===== src/design/memif_pkg.sv =====
//----------------------------------------------------------------------
// memif package: widths, data memory command codes and the port
// groups shared by the data-side memory interface
//----------------------------------------------------------------------
`default_nettype none

package memif_pkg;

	//------------------------------------------------------------------
	// sizes
	//------------------------------------------------------------------
	localparam int nthread = 8;	// hw threads, one queue slot each
	localparam int tid_w = 3;	// log2(nthread)
	localparam int index_w = 9;	// cache line return index
	localparam int data_w = 64;	// result data per beat

	// data memory commands from the IU
	typedef enum logic [1:0] {
		dcache_ld,	// line fill
		dcache_wb,	// line writeback
		dtlb_write,
		dtlb_read
	} dmem_cmd_t;

	//------------------------------------------------------------------
	// port groups
	//------------------------------------------------------------------
	typedef struct packed {
		logic valid;	// no ready, IU keeps one per thread
		logic [tid_w-1:0] tid;
		dmem_cmd_t cmd;
		logic [index_w-1:0] ret_index;
	} mem_cmd_t;	// 15 bits

	typedef struct packed {
		logic [tid_w-1:0] tid;
		dmem_cmd_t cmd;
		logic [index_w-1:0] ret_index;
		logic parity;	// even parity over the other fields
	} cmd_entry_t;	// 15 bits

	typedef struct packed {
		logic valid;
		logic we;	// writeback or tlb write
		logic [tid_w-1:0] tid;
		logic [index_w-1:0] ret_index;
		logic tid_index_parity;	// parity of tid and ret_index
	} mem_req_t;	// 15 bits

	typedef struct packed {
		logic cmd_re;	// one credit back
	} mem_ctrl_t;

	typedef struct packed {
		logic valid;	// data beat valid
		logic done;	// command finished, frees the thread
		logic [tid_w-1:0] tid;
		logic [index_w-1:0] ret_index;
		logic [data_w-1:0] data;
	} mem_res_t;	// 78 bits

	typedef struct packed {
		logic we;
		logic [tid_w-1:0] tid;
		logic [index_w-1:0] index;
		logic [data_w-1:0] data;
	} cache_wr_t;	// 77 bits

	typedef struct packed {
		logic busy;
		logic parity;	// copy of busy
	} stat_t;

endpackage

`default_nettype wire


===== src/design/dmem_cmd_queue.sv =====
//----------------------------------------------------------------------
// data memory command queue: circular buffer with one slot per thread,
// entry parity added on write, show-ahead head for the issue logic
//----------------------------------------------------------------------
`default_nettype none

module dmem_cmd_queue (
	input logic gclk,
	input logic rst,
	input logic we,	// push from the input register
	input memif_pkg::cmd_entry_t din,
	input logic pop,	// request sent to memory
	output memif_pkg::cmd_entry_t head,
	output logic empty
);
	import memif_pkg::*;

	logic [tid_w-1:0] head_ptr;	// oldest entry
	logic [tid_w-1:0] tail_ptr;	// next free slot
	logic last_rd;	// last pointer move was a pop
	logic full;
	cmd_entry_t wr_entry;	// din with parity filled in

	cmd_entry_t q_mem [nthread];	// small enough for distributed ram

	//------------------------------------------------------------------
	// write side
	//------------------------------------------------------------------
	always_comb begin
		wr_entry = din;
		// even parity so the whole entry xors to 0
		wr_entry.parity = ^{din.tid, din.cmd, din.ret_index};
	end

	always_ff @(posedge gclk) begin
		if (we)
			q_mem[tail_ptr] <= wr_entry;
	end

	always_ff @(posedge gclk) begin
		if (rst)
			tail_ptr <= '0;
		else if (we)
			tail_ptr <= tail_ptr + 1'b1;	// wraps at nthread
	end

	//------------------------------------------------------------------
	// read side
	//------------------------------------------------------------------
	always_ff @(posedge gclk) begin
		if (rst)
			head_ptr <= '0;
		else if (pop)
			head_ptr <= head_ptr + 1'b1;
	end

	// push and pop together only happen with pointers apart,
	// so the push setting wins here
	always_ff @(posedge gclk) begin
		if (rst)
			last_rd <= 1'b1;	// starts empty
		else if (we)
			last_rd <= 1'b0;
		else if (pop)
			last_rd <= 1'b1;
	end

	// equal pointers are either empty or full
	assign empty = (head_ptr == tail_ptr) ? last_rd : 1'b0;
	assign full = (head_ptr == tail_ptr) && !last_rd;

	assign head = q_mem[head_ptr];	// show-ahead, no output register

	//------------------------------------------------------------------
	// checks
	//------------------------------------------------------------------
	// IU keeps one command per thread in flight, so nthread slots do
	a_no_overflow: assert property (
		@(posedge gclk) disable iff (rst)
		!(we && full)
	) else $error("dmem queue written while full");

	// issue logic only pops a non-empty queue
	a_no_underflow: assert property (
		@(posedge gclk) disable iff (rst)
		!(pop && empty)
	) else $error("dmem queue popped while empty");

endmodule

`default_nettype wire


===== src/design/dmem_if.sv =====
//----------------------------------------------------------------------
// data memory interface top: IU command register, command queue,
// request issue, status buffer and cache write forwarding
//----------------------------------------------------------------------
`default_nettype none

module dmem_if #(
	parameter int mem_credit = 4	// memory controller request slots
) (
	input logic gclk,
	input logic rst,
	// IU
	input memif_pkg::mem_cmd_t iu_cmd,
	input logic [memif_pkg::tid_w-1:0] iu_tid,	// busy read-back tid
	output memif_pkg::stat_t iu_stat,
	// memory controller
	input memif_pkg::mem_ctrl_t mem_ctrl,
	input memif_pkg::mem_res_t mem_res,
	output memif_pkg::mem_req_t mem_req,
	// data cache
	output memif_pkg::cache_wr_t cache_wr,
	output logic luterr	// queue parity error
);
	import memif_pkg::*;

	mem_cmd_t cmd_r;	// command input register
	cmd_entry_t q_din;
	cmd_entry_t q_head;
	logic q_empty;
	logic q_pop;
	logic par_err;

	//------------------------------------------------------------------
	// IU side
	//------------------------------------------------------------------
	always_ff @(posedge gclk) begin
		cmd_r <= iu_cmd;
		if (rst)
			cmd_r.valid <= 1'b0;
	end

	always_comb begin
		q_din.tid = cmd_r.tid;
		q_din.cmd = cmd_r.cmd;
		q_din.ret_index = cmd_r.ret_index;
		q_din.parity = 1'b0;	// queue computes it
	end

	dmem_cmd_queue u_cmd_queue (
		.gclk (gclk),
		.rst (rst),
		.we (cmd_r.valid),
		.din (q_din),
		.pop (q_pop),
		.head (q_head),
		.empty (q_empty)
	);

	//------------------------------------------------------------------
	// to memory
	//------------------------------------------------------------------
	mem_req_issue #(
		.mem_credit (mem_credit)
	) u_req_issue (
		.gclk (gclk),
		.rst (rst),
		.head (q_head),
		.empty (q_empty),
		.cmd_re (mem_ctrl.cmd_re),
		.pop (q_pop),
		.mem_req (mem_req),
		.par_err (par_err)
	);

	assign luterr = par_err;	// already registered at pop

	// busy on each command, freed by done
	mem_stat_buf u_stat_buf (
		.gclk (gclk),
		.rst (rst),
		.set_tid (cmd_r.tid),
		.set (cmd_r.valid),
		.clr_tid (mem_res.tid),
		.clr (mem_res.done),
		.rd_tid (iu_tid),
		.stat (iu_stat)
	);

	//------------------------------------------------------------------
	// from memory
	//------------------------------------------------------------------
	always_ff @(posedge gclk) begin
		cache_wr.tid <= mem_res.tid;
		cache_wr.index <= mem_res.ret_index;
		cache_wr.data <= mem_res.data;
		if (rst)
			cache_wr.we <= 1'b0;
		else
			cache_wr.we <= mem_res.valid;	// one beat per valid
	end

endmodule

`default_nettype wire


===== src/design/mem_req_issue.sv =====
//----------------------------------------------------------------------
// request issue: credit counter toward the memory controller, queue
// pop, write-enable decode and the registered memory request
//----------------------------------------------------------------------
`default_nettype none

module mem_req_issue #(
	parameter int mem_credit = 4	// requests in flight, 1..15
) (
	input logic gclk,
	input logic rst,
	input memif_pkg::cmd_entry_t head,
	input logic empty,
	input logic cmd_re,	// credit return
	output logic pop,
	output memif_pkg::mem_req_t mem_req,
	output logic par_err
);
	import memif_pkg::*;

	logic [3:0] ccnt;	// credits left
	logic [3:0] ccnt_nxt;
	logic is_wr;	// head command carries write data

	//------------------------------------------------------------------
	// flow control
	//------------------------------------------------------------------
	always_comb begin
		// a credit returned this cycle can be spent right away
		pop = !empty && (ccnt != 4'd0 || cmd_re);
		ccnt_nxt = ccnt;
		if (pop && !cmd_re)
			ccnt_nxt = ccnt - 4'd1;	// spend one
		else if (!pop && cmd_re)
			ccnt_nxt = ccnt + 4'd1;	// one back
	end

	always_ff @(posedge gclk) begin
		if (rst)
			ccnt <= 4'(mem_credit);	// full credit out of reset
		else
			ccnt <= ccnt_nxt;
	end

	//------------------------------------------------------------------
	// request register
	//------------------------------------------------------------------
	assign is_wr = (head.cmd == dcache_wb) || (head.cmd == dtlb_write);

	always_ff @(posedge gclk) begin
		if (pop) begin	// payload holds between requests
			mem_req.tid <= head.tid;
			mem_req.ret_index <= head.ret_index;
			// strip cmd from the stored parity
			mem_req.tid_index_parity <= head.parity ^ (^head.cmd);
		end
		if (rst) begin
			mem_req.valid <= 1'b0;
			mem_req.we <= 1'b0;
			par_err <= 1'b0;
		end else begin
			mem_req.valid <= pop;
			mem_req.we <= pop && is_wr;
			// a good entry xors to 0 including its parity bit
			par_err <= pop && (^head);
		end
	end

	//------------------------------------------------------------------
	// checks
	//------------------------------------------------------------------
	// memory controller never returns more credits than it was given
	a_credit_max: assert property (
		@(posedge gclk) disable iff (rst)
		ccnt <= mem_credit
	) else $error("dmem credit count above %0d", mem_credit);

endmodule

`default_nettype wire


===== src/design/mem_stat_buf.sv =====
//----------------------------------------------------------------------
// per-thread status buffer: busy set by the IU, cleared by memory,
// read back through a register
//----------------------------------------------------------------------
`default_nettype none

module mem_stat_buf (
	input logic gclk,
	input logic rst,
	input logic [memif_pkg::tid_w-1:0] set_tid,	// IU side
	input logic set,
	input logic [memif_pkg::tid_w-1:0] clr_tid,	// memory side
	input logic clr,
	input logic [memif_pkg::tid_w-1:0] rd_tid,
	output memif_pkg::stat_t stat
);
	import memif_pkg::*;

	stat_t stat_mem [nthread];	// busy + parity per thread

	// parity follows busy, so busy=1 with parity=0 flags a bad bit
	localparam stat_t set_val = '{busy: 1'b1, parity: 1'b1};
	localparam stat_t clr_val = '{busy: 1'b0, parity: 1'b0};

	//------------------------------------------------------------------
	// update
	//------------------------------------------------------------------
	always_ff @(posedge gclk) begin
		if (rst) begin
			for (int i = 0; i < nthread; i++)
				stat_mem[i] <= clr_val;	// all threads idle
		end else begin
			if (clr)
				stat_mem[clr_tid] <= clr_val;
			// last write wins, new command beats old done
			if (set)
				stat_mem[set_tid] <= set_val;
		end
	end

	//------------------------------------------------------------------
	// read back
	//------------------------------------------------------------------
	always_ff @(posedge gclk) begin
		if (rst)
			stat <= clr_val;
		else
			stat <= stat_mem[rd_tid];	// sees last edge's update
	end

endmodule

`default_nettype wire


===== config.mk =====
export PLATFORM = sky130hd
export DESIGN_NAME = dmem_if
export DESIGN_NICKNAME = d
export VERILOG_FILES = /design/src/design/memif_pkg.sv /design/src/design/dmem_cmd_queue.sv /design/src/design/dmem_if.sv /design/src/design/mem_req_issue.sv /design/src/design/mem_stat_buf.sv
export SDC_FILE = /design/constraint.sdc
export NUM_CORES = 1
export LEC_CHECK = 0
export BUFFER_PORTS_ARGS = -buffer_cell sky130_fd_sc_hd__buf_4
export CAP_MARGIN = 30
export CORE_ASPECT_RATIO = 0.7
export CORE_MARGIN = 3
export CORE_UTILIZATION = 53
export CTS_CLUSTER_SIZE = 8
export DETAILED_ROUTE_END_ITERATION = 16
export GPL_ROUTABILITY_DRIVEN = 0
export GPL_TIMING_DRIVEN = 0
export PLACE_DENSITY_LB_ADDON = 0.15
export SLEW_MARGIN = 20
export SYNTH_ARGS = -nofsm -noshare
export SYNTH_HDL_FRONTEND = slang
export SYNTH_SLANG_ARGS = --single-unit

===== constraint.sdc =====
create_clock -name gclk -period 3.7 [get_ports gclk]
set_input_delay 0.74 -clock gclk [delete_from_list [all_inputs] [get_ports gclk]]
set_output_delay 0.74 -clock gclk [all_outputs]
set_load 0.02 [all_outputs]

==> impl_metrics.env <==
export IMPL_cp_start_kind="flip-flop"
export IMPL_yosysWarnings=0
export IMPL_dr_pass1_iters=4
export IMPL_synth_seq_cells=251
export IMPL_comb_power_share=0.228
export IMPL_postCtsSetupRepairBufs=0
export IMPL_die_w_um=156
export IMPL_clkSinkCount=251
export IMPL_rsz0062_at_grt="false"
export IMPL_p_clk_frac=0.365
export IMPL_clk_path_buf_depth=3
export IMPL_track_usage=0.205
export IMPL_clkTransAtPathRegs_ns=0.05
export IMPL_avgSynthCellArea_um2=18.1
export IMPL_dp_hpwl_mm=12.1
export IMPL_synthToLayoutAreaGrowth_pct=34.2
export IMPL_synth_nets=570
export IMPL_status="finished clean"
export IMPL_vdd_drop_max_uv=435
export IMPL_finalWorstSetupSlack_ns=0.228
export IMPL_io_buffers=192
export IMPL_max_slew_margin=0.486
export IMPL_cts_hold_buffers_added=0
export IMPL_period_share=0.938
export IMPL_timing_max_cap_violations=0
export IMPL_wl_per_cell_um=19.0
export IMPL_htreeDepth=2
export IMPL_initial_core_util=0.556
export IMPL_die_area_um2=17300
export IMPL_layout_cells_non_filler=923
export IMPL_yosys_top_cells_area="edfxtp_1, dfxtp_1, mux4_2"
export IMPL_ant_nets=0
export IMPL_fmax_mhz=288
export IMPL_dp_cells=859
export IMPL_synth_largest_area_cell="edfxtp_1"
export IMPL_synth_edf_count=133
export IMPL_p_leak_nw=4.38
export IMPL_cts_resized=0
export IMPL_swShare=0.261
export IMPL_crit_type="flip-flop to flip-flop"
export IMPL_r2r_cells=10
export IMPL_worstPathArrival_ns=3.83
export IMPL_cts_tree="done"
export IMPL_reg2reg_slack_ns=0.23
export IMPL_reg2reg_from="u_req_issue.ccnt[0]$_SDFFE_PP0P_"
export IMPL_fin_tns_setup_ns=0
export IMPL_die_h_um=111
export IMPL_grt_pass1_vias=5143
export IMPL_place_ws_ns=-0.0784
export IMPL_io_pins=194
export IMPL_syn_inst=462
export IMPL_skew_ns=0.00874
export IMPL_p_switching_mw=2.13
export IMPL_yosysSeqAreaShare=0.760
export IMPL_remaining_drc_errors=0
export IMPL_nNetsFinal=811
export IMPL_synthFlopType="edfxtp_1"
export IMPL_worst_setup_path_end_kind="flip-flop"
export IMPL_grt_pass1_wl_mm=27.4
export IMPL_worstMarginPinSlew_ns=0.771
export IMPL_hold_depth=1
export IMPL_period_needed_ns=3.47
export IMPL_finalMaxSlewViolations=0
export IMPL_synth_cells_most_frequent="edfxtp_1, dfxtp_1, mux4_2"
export IMPL_numCtsBuffers=37
export IMPL_min_delay_start="mem_res[44]"
export IMPL_viasPerCell=5.11
export IMPL_insertion_delay_ns=0.49
export IMPL_cellPowerDensity_nw_per_um2=725
export IMPL_first_iter_violations=303
export IMPL_antenna_found_initial=0
export IMPL_power_frac_seq=0.407
export IMPL_via_count=4716
export IMPL_grt_overflow=0
export IMPL_worst_ep_required_time_ns=4.06
export IMPL_syn_area_um2=8360
export IMPL_grt_max_degree=16
export IMPL_synthDominantCellAreaShare=0.478
export IMPL_timing_final_hold_violations=0
export IMPL_diodes=0
export IMPL_p_int_mw=6.01
export IMPL_cts_root_buf="clkbuf_16"
export IMPL_core_area_um2=15000
export IMPL_worst_path_max_fanout=15
export IMPL_fp_row_count=37
export IMPL_synth_most_common_cell="edfxtp_1"
export IMPL_hold_end="cache_wr[44]$_DFF_P_"
export IMPL_finalSetupViolations=0
export IMPL_synthArstFlopShare=0
export IMPL_r2r_end="u_req_issue.ccnt[2]$_SDFFE_PP1P_"
export IMPL_synth_cell_type_count=37
export IMPL_min_path_type="input pin to flip-flop"
export IMPL_drive_gt1_frac=0.407
export IMPL_wirelength_mm=17.6
## flip-flops by register name (all words and copies together) (netlist names), named ones only
register              cells
u_stat_buf.stat_mem       8
u_stat_buf.stat           1
u_req_issue.ccnt          4
cmd_r                    15
u_cmd_queue.q_mem       120
u_cmd_queue.tail_ptr      3
u_req_issue.par_err       1
cache_wr                 77
u_cmd_queue.head_ptr      3
u_cmd_queue.last_rd       1
u_req_issue.mem_req      15
## cell type report
class,count,area (um2)
buffer,17,104
clock buffer,61,1020
clock inverter,3,25.0
fill,888,3830
inverter,14,52.6
multi-input combinational,180,1870
sequential,251,6360
tap,195,244
timing repair buffer,202,1550
## critical path, stage by stage (launching register included)
cell     delay, ns
dfxtp_1       0.35
or4_1         0.60
o21ai_1       0.52
inv_2         0.35
ha_1          0.35
xor2_1        0.16
ha_1          0.21
a21oi_1       0.16
xor2_1        0.11
o21a_1        0.18
or3_1         0.34
## kinds of logic after synthesis
group                      after synthesis  synth area share
muxes                                   59             0.115
adders and majority gates                9            0.0135
DFF                                    251             0.760
buffers and inverters                   31            0.0187
and+or+nand+nor                         57            0.0338
xor gates and xnor gates                34            0.0407
AOI/OAI and AO/OA                       21            0.0175
## worst max path at each step
| stage | from | to | slack, ns | cells past startpoint |
|---|---|---|---|---|
| after floorplan | mem_ctrl | u_req_issue.ccnt[2]$_SDFFE_PP1P_ | 0.51 | 10 |
| after detailed placement | mem_ctrl | u_req_issue.ccnt[2]$_SDFFE_PP1P_ | -0.08 | 11 |
| after global placement | mem_ctrl | u_req_issue.ccnt[2]$_SDFFE_PP1P_ | 0.006 | 11 |
| after CTS | u_req_issue.ccnt[0]$_SDFFE_PP0P_ | u_req_issue.ccnt[2]$_SDFFE_PP1P_ | 0.26 | 10 |
| final | u_req_issue.ccnt[0]$_SDFFE_PP0P_ | u_req_issue.ccnt[2]$_SDFFE_PP1P_ | 0.23 | 10 |
| after global routing | u_req_issue.ccnt[1]$_SDFFE_PP0P_ | u_req_issue.ccnt[2]$_SDFFE_PP1P_ | 0.06 | 10 |
## power by group through the flow
stage / clock network, mW / logic (mW) / registers (mW)
final: 2.97 / 1.86 / 3.31
after global routing: 3.18 / 1.98 / 3.32
after CTS: 3.02 / 1.89 / 3.31
after detailed placement: 0 / 1.86 / 3.36
after global placement: 0 / 1.83 / 3.35
after floorplan: 0 / 1.10 / 3.51
## through the flow
stage                     power [mW]   util  instance area (um2)  hold slack [ns]
after floorplan                 4.61      -                 8360            0.449
after global placement          5.18  0.668                10000            0.465
after detailed placement        5.22  0.676                10200            0.471
after CTS                       8.22  0.746                11200            0.335
after global routing            8.48  0.746                11200            0.327
final                           8.14  0.746                11200            0.353
## per-layer routing
metal	GRT usage	part of all wire
met1	0.264	0.40
met2	0.347	0.50
met3	0.0577	0.087
met4	0.0466	0.011
met5	0	0
## cell usage in the layout, fill, tap and decap left out, drive strengths merged
master,netlist,final
o21a,1,1
mux2i,23,23
nor3b,1,1
o32a,1,1
mux4,28,28
nor3,5,5
dfxtp,118,118
nand2b,3,3
nor2,19,19
o21bai,1,1
nand3b,4,4
a31oi,1,1
buf,8,210
or3,2,2
xor2,10,10
mux2,8,8
nand4,1,1
xnor3,2,2
clkbuf,9,70
ha,9,9
clkinvlp,0,1
or4,1,1
a31o,4,4
xnor2,21,21
and2,2,2
inv,14,16
o21ai,6,6
a21oi,3,3
a311oi,4,4
xor3,1,1
nor2b,8,8
nand2,11,11
edfxtp,133,133
No activity file was read; power rests on OpenSTA's default activity.
